$ cat src/rtl/core_pkg.sv
package core_pkg;

    localparam int XLEN       = 64;
    localparam int XLEN_BYTES = XLEN / 8;
    localparam int NUM_STAGES = 5;

    typedef logic [XLEN-1:0]       xlen_t;
    typedef logic [63:0]           pc_t;
    typedef logic [31:0]           inst_t;
    typedef logic [4:0]            reg_addr_t;
    typedef logic [63:0]           daddr_t;
    typedef logic [2:0]            ls_sel_t;
    typedef logic [7:0]            inst_type_t;
    typedef logic [NUM_STAGES-1:0] stall_vec_t;  // bit 0 is pc, bit 4 is mem
    typedef logic [XLEN_BYTES-1:0] strb_t;

    // class flag positions inside inst_type
    localparam int ITYPE_LOAD_BIT  = 1;
    localparam int ITYPE_STORE_BIT = 2;

    localparam int STAGE_EX  = 3;
    localparam int STAGE_MEM = 4;

    // load/store selector follows the funct3 coding
    localparam ls_sel_t LS_B  = 3'd0;
    localparam ls_sel_t LS_H  = 3'd1;
    localparam ls_sel_t LS_W  = 3'd2;
    localparam ls_sel_t LS_D  = 3'd3;
    localparam ls_sel_t LS_BU = 3'd4;
    localparam ls_sel_t LS_HU = 3'd5;
    localparam ls_sel_t LS_WU = 3'd6;

    // the data ram is word addressed, so the index starts above the byte offset
    localparam int DMEM_WORDS   = 512;
    localparam int DMEM_IDX_W   = 9;
    localparam int DMEM_IDX_LSB = 3;

    typedef enum logic {
        MEM_IDLE,
        MEM_WAIT  // read issued, data arrives this cycle
    } mem_state_t;

endpackage

$ cat src/rtl/mem_stage.sv
`timescale 1ns/1ps

module mem_stage (
    input  logic                              clk,
    input  logic                              arst_n_i,

    input  core_pkg::inst_type_t              mem_inst_type_i,
    input  logic                              mem_rd_ena_i,
    input  core_pkg::xlen_t                   mem_rd_data_i,
    input  core_pkg::reg_addr_t               mem_rd_addr_i,
    input  core_pkg::ls_sel_t                 mem_ls_sel_i,
    input  core_pkg::daddr_t                  mem_ls_addr_i,
    input  core_pkg::xlen_t                   dmem_rdata_i,

    output logic                              dmem_en_o,
    output logic                              dmem_we_o,
    output logic [core_pkg::DMEM_IDX_W-1:0]   dmem_idx_o,
    output core_pkg::xlen_t                   dmem_wdata_o,
    output core_pkg::strb_t                   dmem_wstrb_o,
    output logic                              mem_stall_req_o,

    output logic                              wb_rd_ena_o,
    output core_pkg::reg_addr_t               wb_rd_addr_o,
    output core_pkg::xlen_t                   wb_rd_data_o
);

    core_pkg::mem_state_t state_q;
    core_pkg::mem_state_t state_d;
    logic                 is_load;
    logic                 is_store;
    logic [2:0]           lane_off;
    core_pkg::strb_t      size_mask;
    core_pkg::xlen_t      rdata_shifted;
    core_pkg::xlen_t      load_data;

    assign is_load  = mem_inst_type_i[core_pkg::ITYPE_LOAD_BIT];
    assign is_store = mem_inst_type_i[core_pkg::ITYPE_STORE_BIT];

    // address bits below the access size are dropped, so every access is aligned
    always_comb begin
        case (mem_ls_sel_i)
            core_pkg::LS_B, core_pkg::LS_BU: begin
                lane_off  = mem_ls_addr_i[2:0];
                size_mask = 8'h01;
            end
            core_pkg::LS_H, core_pkg::LS_HU: begin
                lane_off  = {mem_ls_addr_i[2:1], 1'b0};
                size_mask = 8'h03;
            end
            core_pkg::LS_W, core_pkg::LS_WU: begin
                lane_off  = {mem_ls_addr_i[2], 2'b00};
                size_mask = 8'h0f;
            end
            core_pkg::LS_D: begin
                lane_off  = 3'd0;
                size_mask = 8'hff;
            end
            default: begin
                lane_off  = 3'd0;
                size_mask = 8'hff;
            end
        endcase
    end

    always_comb begin
        state_d         = state_q;
        mem_stall_req_o = 1'b0;
        case (state_q)
            core_pkg::MEM_IDLE: begin
                if (is_load) begin
                    state_d         = core_pkg::MEM_WAIT;
                    mem_stall_req_o = 1'b1;  // keep the load in ex/mem one more cycle
                end
            end
            default: state_d = core_pkg::MEM_IDLE;
        endcase
    end

    always_ff @(posedge clk or negedge arst_n_i) begin
        if (!arst_n_i) begin
            state_q <= core_pkg::MEM_IDLE;
        end else begin
            state_q <= state_d;
        end
    end

    assign dmem_en_o    = is_store | (is_load & (state_q == core_pkg::MEM_IDLE));
    assign dmem_we_o    = is_store;
    assign dmem_idx_o   = mem_ls_addr_i[core_pkg::DMEM_IDX_LSB +: core_pkg::DMEM_IDX_W];
    assign dmem_wdata_o = mem_rd_data_i << {lane_off, 3'b000};  // store data rides in rd_data
    assign dmem_wstrb_o = size_mask << lane_off;

    assign rdata_shifted = dmem_rdata_i >> {lane_off, 3'b000};

    always_comb begin
        case (mem_ls_sel_i)
            core_pkg::LS_B:  load_data = {{56{rdata_shifted[7]}}, rdata_shifted[7:0]};
            core_pkg::LS_H:  load_data = {{48{rdata_shifted[15]}}, rdata_shifted[15:0]};
            core_pkg::LS_W:  load_data = {{32{rdata_shifted[31]}}, rdata_shifted[31:0]};
            core_pkg::LS_BU: load_data = {56'd0, rdata_shifted[7:0]};
            core_pkg::LS_HU: load_data = {48'd0, rdata_shifted[15:0]};
            core_pkg::LS_WU: load_data = {32'd0, rdata_shifted[31:0]};
            default:         load_data = rdata_shifted;
        endcase
    end

    // stores never write a register, whatever rd_ena says
    assign wb_rd_ena_o  = mem_rd_ena_i & ~is_store;
    assign wb_rd_addr_o = mem_rd_addr_i;
    assign wb_rd_data_o = is_load ? load_data : mem_rd_data_i;

endmodule

$ cat config.mk
export PLATFORM = sky130hd
export DESIGN_NAME = mem_stage
export DESIGN_NICKNAME = d
export VERILOG_FILES = /design/src/rtl/core_pkg.sv /design/src/rtl/mem_stage.sv
export SDC_FILE = /design/constraint.sdc
export NUM_CORES = 1
export LEC_CHECK = 0
export BUFFER_PORTS_ARGS = -buffer_cell sky130_fd_sc_hd__buf_2
export CAP_MARGIN = 10
export CORE_AREA = 2 2 141 143
export DETAILED_ROUTE_END_ITERATION = 8
export DIE_AREA = 0 0 143 145
export PLACE_DENSITY = 0.57
export SYNTH_ARGS = -nofsm -noshare
export SYNTH_HDL_FRONTEND = slang
export SYNTH_SLANG_ARGS = --single-unit
$ cat constraint.sdc
create_clock -name clk -period 1.6 [get_ports clk]
set_input_delay 0 -clock clk [delete_from_list [all_inputs] [get_ports clk]]
set_output_delay 0 -clock clk [all_outputs]
set_load 0.02 [all_outputs]
==> results.toml <==
[status]
run_status = "finished with violations"
violations = "setup timing"

[timing]
final_period_minus_worst_setup_slack_ps = 1870
hold_violations = 0
final.period_utilization = 1.17
worst_pin_slew_ps = 426
rsz0062_at_grt = "true"
finalSetupTns_ps = -13980
drv_slew = 0
fin_hold_ws_ps = 0.00670
final.setup_skew_ps = 0
setup-violations-final = 102
layout_setup_ws_ps = -268
slew_headroom = 0.716
max_clock_freq_mhz = 535

[synth]
synthesis.instances = 707
synth_top_flop_cell = "sky130_fd_sc_hd__dfrtp_1"
synth.top_cells.by_area = "sky130_fd_sc_hd__mux2i_1 (17%), sky130_fd_sc_hd__nand2_1 (15%), sky130_fd_sc_hd__a31oi_1 (8.9%), sky130_fd_sc_hd__nor2_1 (8.2%), sky130_fd_sc_hd__nand3_1 (4.5%)"
mappedNetlistArea_um2 = 4200
synth_warnings = 0
synth.yosys.seq_area_share = 0.00596
synth_commonest_cells = "sky130_fd_sc_hd__nand2_1 (166), sky130_fd_sc_hd__nor2_1 (92), sky130_fd_sc_hd__mux2i_1 (70)"
synth.distinct_cells = 53
synth-edff-count = 0
synth.largest_area_cell = "sky130_fd_sc_hd__mux2i_1"
syn-mean-instance-area_um2 = 5.94
synth_async_sr_flop_share = 1.00
post-synth-top-area-fraction = 0.167
most_used_standard_cell_by_instance_count_after_synthesis = "sky130_fd_sc_hd__nand2_1"
synthesis.nets = 918
synth_seq_cells = 1

[pwr]
power_frac_clock = 0
power_switching_share = 0.548
cellLeakagePower_nw = 4.13
switching_power_w = 0.00210
cellPowerDensity_nw_per_um2 = 411
share_of_total_power_in_sequential_cells = 0.007
total_power_w = 0.00383
p_int_w = 0.00173
p_comb_frac = 0.993
worst_ir_drop_vdd_mv = 0.201

[worst_setup_path]
cp_slowest_stage_delay_ps = 420
path_cells = "buf_8 -> buf_8 -> nor3b_4 -> buf_6 -> buf_12 -> buf_16 -> buf_16 -> mux2i_2 -> a222oi_1 -> buf_4 -> buf_6"
cp_slowest_cell = "sky130_fd_sc_hd__a222oi_1"
worstPathRequired_ps = 1600
crit_buf_inv = 8
path_class = "primary input to output pin"
worst_setup_path_end_kind = "output pin"
cp_data_arrival_time_ps = 1870
timing.critical_path.from_type = "primary input"
worst-path-max-fanout = 8
cpLargestDelayFamily = "buffers and inverters"

[hold_path]
worstHoldPathType = "primary input to output pin"

[layout]
layout-drive-gt1-share = 0.601
final_design_area_no_fill_um2 = 9310
flow.area_growth_from_synthesis_pct = 122
largest_registers = "state_q x1"
area.sequential_um2 = 25.0
design.final.nets = 1298
biggest_register = "state_q"
largest_reg_flops = 1
multi_input_comb_area_um2 = 5020
nFillCells = 1897

[floorplan]
row_count = 51
initial_utilization = 0.218
die_area_um2 = 20700
die_w_um = 143
die-height_um = 145
pin_count = 365
core_region_area_um2 = 19200

[global_routing]
pin_count_of_the_biggest_net_entering_global_routing = 66
number_of_antenna_violations_at_the_first_check_in_global_routing = 1
wire_length_of_the_first_global_routing_pass_um = 45800
grtUsageTotal = 0.291
globalRoute.totalOverflow = 0
grt_pass1_vias = 7122

[place]
io_buffers = 278
globalplace.congestion = 0.910
place_hpwl_um = 25300
place_area_um2 = 6620

[route]
drtIter0Drc = 995
drtPass1Iterations = 6
wirelength_um = 33600
routed_wirelength_normalized_by_instance_count_um = 24.8
dr_total_vias = 7485
antenna_left = 0
avgViaCountPerCell = 5.54
drc_errors = 0

[clock_tree]
worst_skew_pair_latency_ps = 0

[flow_run]
max_cap_violation_count = 0
[worst paths after layout]
| check | startpoint | endpoint | slack [ps] | cells after the start |
|---|---|---|---|---|
| max | mem_ls_sel_i[1] | dmem_wdata_o[53] | -270 | 11 |
| min | mem_rd_addr_i[4] | wb_rd_addr_o[4] | 0.007 | 0 |
| max reg2reg | state_q$_DFF_PN0_ | state_q$_DFF_PN0_ | 1020 | 1 |
| min reg2reg | state_q$_DFF_PN0_ | state_q$_DFF_PN0_ | 410 | 1 |
| max in group asynchronous | arst_n_i | state_q$_DFF_PN0_ | 1200 | 2 |
| min in group asynchronous | arst_n_i | state_q$_DFF_PN0_ | 310 | 2 |
[metal layers]
layer | up-vias | track usage | wire (µm)
li1 | 3345 | - | -
met1 | 3522 | 0.396 | 13400
met2 | 522 | 0.465 | 15400
met3 | 96 | 0.0442 | 3230
met4 | 0 | 0.0965 | 1550
met5 | - | 0 | 0
[cell families after synthesis]
logic type | count (synthesis) | synth area share
flops | 1 | 0.00596
compound gates | 184 | 0.311
mux | 86 | 0.213
buf+inv | 92 | 0.117
simple gates | 344 | 0.353
[cells in the final DEF, fill, tap and decap left out, drive strengths merged, types with 5 or more instances in the layout]
| cell | netlist | routed |
|---|---|---|
| a221oi | 16 | 16 |
| nand2 | 166 | 166 |
| clkbuf | 35 | 9 |
| a31oi | 61 | 61 |
| o221ai | 8 | 8 |
| o21ai | 16 | 16 |
| o31ai | 7 | 7 |
| mux2 | 15 | 15 |
| nand3 | 38 | 38 |
| nor2 | 92 | 92 |
| a21oi | 26 | 26 |
| mux2i | 70 | 70 |
| o22a | 8 | 8 |
| buf | 54 | 457 |
| a32o | 10 | 10 |
| a221o | 6 | 6 |
| nand2b | 11 | 11 |
| and2 | 10 | 10 |
| a21o | 5 | 5 |
| and3 | 10 | 10 |
[power by group through the flow]
stage                     Combinational [W]         Clock, W  Sequential [W]
after floorplan                     0.00147                0       0.0000278
after global placement              0.00276                0       0.0000278
after detailed placement            0.00276                0       0.0000278
after CTS                           0.00322                0       0.0000278
after global routing                0.00395  0.0000000000835       0.0000279
final                               0.00380  0.0000000000782       0.0000278
[stage by stage]
| stage | instances | worst slack (ps) | util |
|---|---|---|---|
| finish | 1352 | -268 | 0.484 |
| global route | 1351 | -287 | 0.484 |
| CTS | 1324 | -218 | 0.415 |
| detailed placement | 1290 | -533 | 0.344 |
| global placement | 1290 | -481 | 0.344 |
| floorplan | 707 | 0.574 | - |
[final cells by class]
cell class,instances,area share
diodes,2,0.000538
well taps,265,0.0356
inverters,3,0.00161
repair buffers,467,0.420
multi-input cells,614,0.539
flip-flops and latches,1,0.00269
[timing repair]
action,CTS,global route
setup buffers,31,19
pin swaps,33,41
cloned,6,9
endpoints found under the setup margin,115,115
gates resized for setup,224,221
hold endpoints to repair,1,0
hold buffers,1,0
Note: power is estimated with default switching activity, not from simulation.
