File: src/rtl/core_pkg.sv
package core_pkg;

    localparam int XLEN       = 64;
    localparam int XLEN_BYTES = XLEN / 8;
    localparam int NUM_STAGES = 5;

    typedef logic [XLEN-1:0]       xlen_t;
    typedef logic [63:0]           pc_t;
    typedef logic [31:0]           inst_t;
    typedef logic [4:0]            reg_addr_t;
    typedef logic [63:0]           daddr_t;
    typedef logic [2:0]            ls_sel_t;
    typedef logic [7:0]            inst_type_t;
    typedef logic [NUM_STAGES-1:0] stall_vec_t;  // bit 0 is pc, bit 4 is mem
    typedef logic [XLEN_BYTES-1:0] strb_t;

    // class flag positions inside inst_type
    localparam int ITYPE_LOAD_BIT  = 1;
    localparam int ITYPE_STORE_BIT = 2;

    localparam int STAGE_EX  = 3;
    localparam int STAGE_MEM = 4;

    // load/store selector follows the funct3 coding
    localparam ls_sel_t LS_B  = 3'd0;
    localparam ls_sel_t LS_H  = 3'd1;
    localparam ls_sel_t LS_W  = 3'd2;
    localparam ls_sel_t LS_D  = 3'd3;
    localparam ls_sel_t LS_BU = 3'd4;
    localparam ls_sel_t LS_HU = 3'd5;
    localparam ls_sel_t LS_WU = 3'd6;

    // the data ram is word addressed, so the index starts above the byte offset
    localparam int DMEM_WORDS   = 512;
    localparam int DMEM_IDX_W   = 9;
    localparam int DMEM_IDX_LSB = 3;

    typedef enum logic {
        MEM_IDLE,
        MEM_WAIT  // read issued, data arrives this cycle
    } mem_state_t;

endpackage

File: src/rtl/mem_wb_reg.sv
`timescale 1ns/1ps

module mem_wb_reg (
    input  logic                  clk,
    input  logic                  arst_n_i,
    input  core_pkg::stall_vec_t  stall_vec_i,

    input  core_pkg::pc_t         pc_i,
    input  core_pkg::inst_t       inst_i,
    input  logic                  rd_ena_i,
    input  core_pkg::reg_addr_t   rd_addr_i,
    input  core_pkg::xlen_t       rd_data_i,

    output core_pkg::pc_t         wb_pc_o,
    output core_pkg::inst_t       wb_inst_o,
    output logic                  wb_rd_ena_o,
    output core_pkg::reg_addr_t   wb_rd_addr_o,
    output core_pkg::xlen_t       wb_rd_data_o
);

    // a stalled mem stage sends nothing forward, so each entry retires once
    always_ff @(posedge clk or negedge arst_n_i) begin
        if (!arst_n_i) begin
            wb_pc_o      <= '0;
            wb_inst_o    <= '0;
            wb_rd_ena_o  <= 1'b0;
            wb_rd_addr_o <= '0;
            wb_rd_data_o <= '0;
        end else if (stall_vec_i[core_pkg::STAGE_MEM]) begin
            wb_pc_o      <= '0;
            wb_inst_o    <= '0;
            wb_rd_ena_o  <= 1'b0;
            wb_rd_addr_o <= '0;
            wb_rd_data_o <= '0;
        end else begin
            wb_pc_o      <= pc_i;
            wb_inst_o    <= inst_i;
            wb_rd_ena_o  <= rd_ena_i;
            wb_rd_addr_o <= rd_addr_i;
            wb_rd_data_o <= rd_data_i;
        end
    end

endmodule

File: config.mk
export PLATFORM = sky130hd
export DESIGN_NAME = mem_wb_reg
export DESIGN_NICKNAME = d
export VERILOG_FILES = /design/src/rtl/core_pkg.sv /design/src/rtl/mem_wb_reg.sv
export SDC_FILE = /design/constraint.sdc
export NUM_CORES = 1
export LEC_CHECK = 0
export BUFFER_PORTS_ARGS = -buffer_cell sky130_fd_sc_hd__buf_2
export CAP_MARGIN = 20
export CELL_PAD_IN_SITES_DETAIL_PLACEMENT = 0
export CELL_PAD_IN_SITES_GLOBAL_PLACEMENT = 1
export CORE_AREA = 2 2 132 134
export DETAILED_ROUTE_END_ITERATION = 10
export DIE_AREA = 0 0 134 136
export PLACE_DENSITY_LB_ADDON = 0.1
export SYNTH_ARGS = -nofsm -noshare
export SYNTH_HDL_FRONTEND = slang
export SYNTH_SLANG_ARGS = --single-unit
File: constraint.sdc
create_clock -name clk -period 0.9 [get_ports clk]
set_input_delay 0.09 -clock clk [delete_from_list [all_inputs] [get_ports clk]]
set_output_delay 0.09 -clock clk [all_outputs]
set_load 0.1 [all_outputs]
==> metrics.csv, run 1 <==
metric,value,unit
synth_area_leaders,"dfrtp_1 (78%), nor2b_1 (18%), buf_2 (1.5%)",
wirelength,17800,um
drt_iter0_markers,125,
synth_mux_area_share,0,%
fin_crit_sh,123,%
hold_viol,0,
crit_start,wb_inst_o[7]$_DFF_PN0_,
placementRows,48,
chipWidth,134,um
antenna_left,0,
yosys_register_bits,166,
seq_area_frac_synth,78.5,%
synth_top_area_share,78.5,%
dr.pass1.iters,4,
cts_made_buffers,17,
end_kind,output pin,
required,0.81,ns
cp_cell_sequence,buf_12,
area_delta_synth_final,133,%
grt_pass1_vias,5097,
dpl_cell_area,10000,sq um
place.gp.congestion,0.740,
period_minus_slack,1.11,ns
io_buffer_count,334,
dp_cells,903,
drive_gt1_share,61.6,%
viasPerCell,4.11,
cts_buffer_depth,2,
finalNonFillerCells,1101,
io_pins,339,
design_area,12300,sq um
hold_ws,0.0278,ns
grtUsageTotal,20.1,%
path_max_fanout,1,
gr-total-overflow,0,
ys_warn_count,0,
worst_pin_slew,0.267,ns
die_h,136,um
fmax,0.902,GHz
dp_hpwl,12200,um
worstSetupStartpointType,register,
ctsResizeCount,0,
synth_compound_area_share,0,%
status,"complete, but fails checks",
critPathSlowestCell,dfrtp_2,
fin_nets,1037,
core_area,16900,sq um
grt_max_degree,48,
drv_slew,0,
min_path_type,in2reg,
drc,0,
synthAdderAreaFrac,0,%
synth-simple-area-share,19.9,%
powerDensity,1770,nW/um^2
routedWlPerCell,16.1,um
setup-tns-final,-31.55,ns
relSlewSlack,82.2,%
failed_checks,setup timing,
cts.clk_slew.worst_paths,0.06,ns
netlist-cell-type-count,5,
die-area,18200,sq um
path_buf_inv,1,
crit_arrival,1.02,ns
syn_inst,350,
worstHoldStart,stall_vec_i[4],
syn-cell-area,5290,sq um
p_leak,5.50,nW
yosysTopAreaCell,dfrtp_1,
num_vias,4526,
grt_pass1_wl,27400,um
cts_tree,yes,
ctsRootBufferMaster,clkbuf_16,
htreeDepth,4,
crit_type,reg2out,
rsz0062_at_grt,true,
cp_top_family,flip-flops,
postSynthAreaPerCell,15.1,sq um
setup_ws,-0.208,ns
cts_sinks,166,
synth_top_family_by_area,simple AND/OR/NAND/NOR gates,
setup_viol,166,
post_cts_buffers,0,
initial_core_util,31.4,%
syn_nets,523,
antenna_found_initial,1,
drv_cap,0,
ir_drop,0.00132,V
synth_xor_xnor_area_share,0,%
slowest_delay,0.42,ns
==> area by class of cell <==
type	instances	area [sq um]
timing repair buffer	513	6020
fill	1085	4570
sequential	166	4360
multi-input combinational	166	1050
clock buffer	22	464
tap	225	282
clock inverter	8	125
antenna	1	2.50
==> per-stage QoR <==
step                setup WS (ns)  utilization, %  power, mW
floorplan                   0.164               -       11.4
finish                     -0.208            72.9       21.7
global route               -0.243            72.9       22.5
global placement           0.0891            59.5       13.9
detailed placement         0.0554            59.5       13.9
CTS                        -0.234            72.9       21.9
==> Yosys cell counts <==
library cell    n
dfrtp_1       166
nor2b_1       156
buf_2          16
and2b_1        10
clkbuf_1        2
==> path summary, 6_finish.rpt <==
kind	to	depth (start not counted)
setup / recovery	wb_inst_o[7]	1
hold / removal	wb_pc_o[0]$_DFF_PN0_	2
max in group asynchronous	wb_pc_o[13]$_DFF_PN0_	3
min in group asynchronous	wb_rd_data_o[57]$_DFF_PN0_	2
==> cell families after synthesis <==
logic type	after synthesis
flops	166
buf+inv	18
simple gates	166
==> cells in the final DEF (no fill, tap or decap), drive strengths merged <==
| master | count |
|---|---|
| clkbuf | 22 |
| dfrtp | 166 |
| and2b | 10 |
| bufinv | 3 |
| nor2b | 156 |
| diode | 1 |
| buf | 346 |
| clkinv | 4 |
| clkinvlp | 1 |
| dlygate4sd3 | 167 |
==> layer usage <==
layer	GRT usage, %	up-vias	routed length (um)	part of all wire, %
met5	0	-	0	0
met4	8.81	0	538	3.0
met3	7.90	31	1590	8.9
met2	36.5	220	9530	54
met1	20.5	2201	6120	34
li1	-	2074	-	-
==> flip-flops by register name (all words and copies together) (netlist names) <==
signal	cells
wb_rd_addr_o	5
wb_inst_o	32
wb_pc_o	64
wb_rd_ena_o	1
wb_rd_data_o	64
==> report_power, final <==
group          leakage (nW)  switching (mW)  internal [mW]
sequential             1.92           0.324           7.91
clock                 0.286            2.87           4.48
combinational          3.30            3.67           2.47
total                  5.50            6.87           14.9
==> what timing repair did <==
item                                    CTS  global route
hold endpoints to repair                332             0
hold buffers                            167             0
endpoints found under the setup margin  166           166
Note: power is estimated with default switching activity, not from simulation.
==> run 2: changes to the inputs <==
--- a/config.mk
+++ b/config.mk
@@ -13,6 +13,8 @@
 export DETAILED_ROUTE_END_ITERATION = 10
 export DIE_AREA = 0 0 134 136
 export PLACE_DENSITY_LB_ADDON = 0.1
+export SETUP_SLACK_MARGIN = 0.2
+export SKIP_LAST_GASP = 1
 export SYNTH_ARGS = -nofsm -noshare
 export SYNTH_HDL_FRONTEND = slang
 export SYNTH_SLANG_ARGS = --single-unit
==> metrics.csv, run 2 (synthesized netlist as in run 1, its figures left out) <==
metric,value,unit,change
drc,0,,unchanged
cts.clk_slew.worst_paths,0.07,ns,about the same
setup_ws,-0.279,ns,-0.0706 ns
required,0.81,ns,about the same
cts_buffer_depth,2,,unchanged
grt_pass1_wl,28000,um,+2.2%
diodes,0,,-1
fin_nets,1040,,+0.29%
hold_ws,0.0553,ns,+0.0275 ns
drv_slew,0,,unchanged
place.gp.congestion,0.760,,+2.7%
fmax,0.848,GHz,-6.0%
die-area,18200,sq um,unchanged
placementRows,48,,unchanged
slowest_delay,0.49,ns,+0.07 ns
path_buf_inv,1,,unchanged
powerDensity,1730,nW/um^2,-2.2%
cp_top_family,flip-flops,,
drt_iter0_markers,122,,-2.4%
p_leak,5.51,nW,+0.18%
io_buffer_count,334,,unchanged
grt_max_degree,75,,+56%
setup_viol,166,,unchanged
wirelength,18200,um,+2.6%
path_max_fanout,1,,unchanged
gr-total-overflow,0,,unchanged
dr.pass1.iters,4,,unchanged
relSlewSlack,78.9,%,-3.3 points
setup-tns-final,-42.73,ns,-11.19 ns
dpl_cell_area,10500,sq um,+4.4%
reg_top3,"wb_pc_o: 64 flops, wb_rd_data_o: 64 flops, wb_inst_o: 32 flops",,
initial_core_util,31.4,%,unchanged
drv_cap,0,,unchanged
status,"complete, but fails checks",,
viasPerCell,4.10,,-0.14%
hold_viol,0,,unchanged
chipWidth,134,um,unchanged
grtUsageTotal,20.6,%,+0.52 points
io_pins,339,,unchanged
fin_crit_sh,131,%,+7.8 points
crit_type,reg2out,,
end_kind,output pin,,
crit_arrival,1.09,ns,+0.07 ns
multi_input_area,1050,sq um,unchanged
cts_made_buffers,17,,unchanged
seq_area,4770,sq um,+9.5%
cts_tree,yes,,
layout_common_cells,"buf_12 (174), dlygate4sd3_1 (168), buf_2 (166), dfrtp_4 (165), nor2b_1 (156)",,
nFillCells,968,,-11%
dp_hpwl,12400,um,+0.94%
failed_checks,setup timing,,
grt_pass1_vias,5223,,+2.5%
cp_cell_sequence,buf_12,,
critPathSlowestCell,dfrtp_4,,
min_path_type,in2reg,,
design_area,12800,sq um,+3.8%
mostFrequentLayoutCell,buf_12,,
ir_drop,0.00114,V,-14%
num_vias,4536,,+0.22%
cts_sinks,166,,unchanged
worst_pin_slew,0.316,ns,+0.0495 ns
rsz0062_at_grt,true,,
worstSetupStartpointType,register,,
ctsResizeCount,0,,unchanged
period_minus_slack,1.18,ns,+0.0706 ns
area_delta_synth_final,141,%,
antenna_left,0,,unchanged
drive_gt1_share,62.0,%,+0.45 points
htreeDepth,4,,unchanged
routedWlPerCell,16.5,um,+2.2%
ctsRootBufferMaster,clkbuf_16,,
die_h,136,um,unchanged
core_area,16900,sq um,unchanged
antenna_found_initial,0,,-1
## run 2: timing repair
item	4_1_cts	5_1_grt
hold endpoints to repair	332	0
endpoints found under the setup margin	166	166
hold buffers	168	0
buffers inserted	0	0
## run 2: routing by layer
layer	global-route usage [%]	vias up	wire (um)
met5	0	-	0
li1	-	2086	-
met1	20.6	2167	6180
met2	37.0	239	9620
met3	8.35	44	1680
met4	10.6	0	763
## run 2: final timing paths
kind | from | end | slack, ns | depth (start not counted)
min in group asynchronous | arst_n_i | wb_rd_data_o[28]$_DFF_PN0_ | 0.09 | 2
worst max-delay path | wb_inst_o[5]$_DFF_PN0_ | wb_inst_o[5] | -0.28 | 1
worst min-delay path | stall_vec_i[4] | wb_inst_o[16]$_DFF_PN0_ | 0.06 | 3
max in group asynchronous | arst_n_i | wb_pc_o[27]$_DFF_PN0_ | 0.28 | 3
## run 2: cell type report
cell class / count / area share (%)
repair buffers: 516 / 47.4
flip-flops and latches: 166 / 37.4
multi-input cells: 166 / 8.22
clock buffers: 18 / 3.44
well taps: 225 / 2.20
clock inverters: 14 / 1.35
## run 2: per-stage QoR
| stage | util [%] | std cells | power (mW) | setup slack, ns |
|---|---|---|---|---|
| after floorplan | - | 350 | 11.6 | 0.164 |
| after global placement | 62.1 | 905 | 14.1 | 0.110 |
| after detailed placement | 62.1 | 905 | 14.2 | 0.0834 |
| after CTS | 75.7 | 1105 | 22.2 | -0.304 |
| after global routing | 75.7 | 1105 | 22.8 | -0.317 |
| final | 75.7 | 1105 | 22.1 | -0.279 |
## run 2: power breakdown
part / internal (mW) / total (mW) / switching, mW / leakage [nW]
Clock: 4.47 / 7.49 / 3.02 / 0.297
Combinational: 2.48 / 6.17 / 3.69 / 3.32
Sequential: 8.08 / 8.41 / 0.327 / 1.90
Total: 15.0 / 22.1 / 7.03 / 5.51
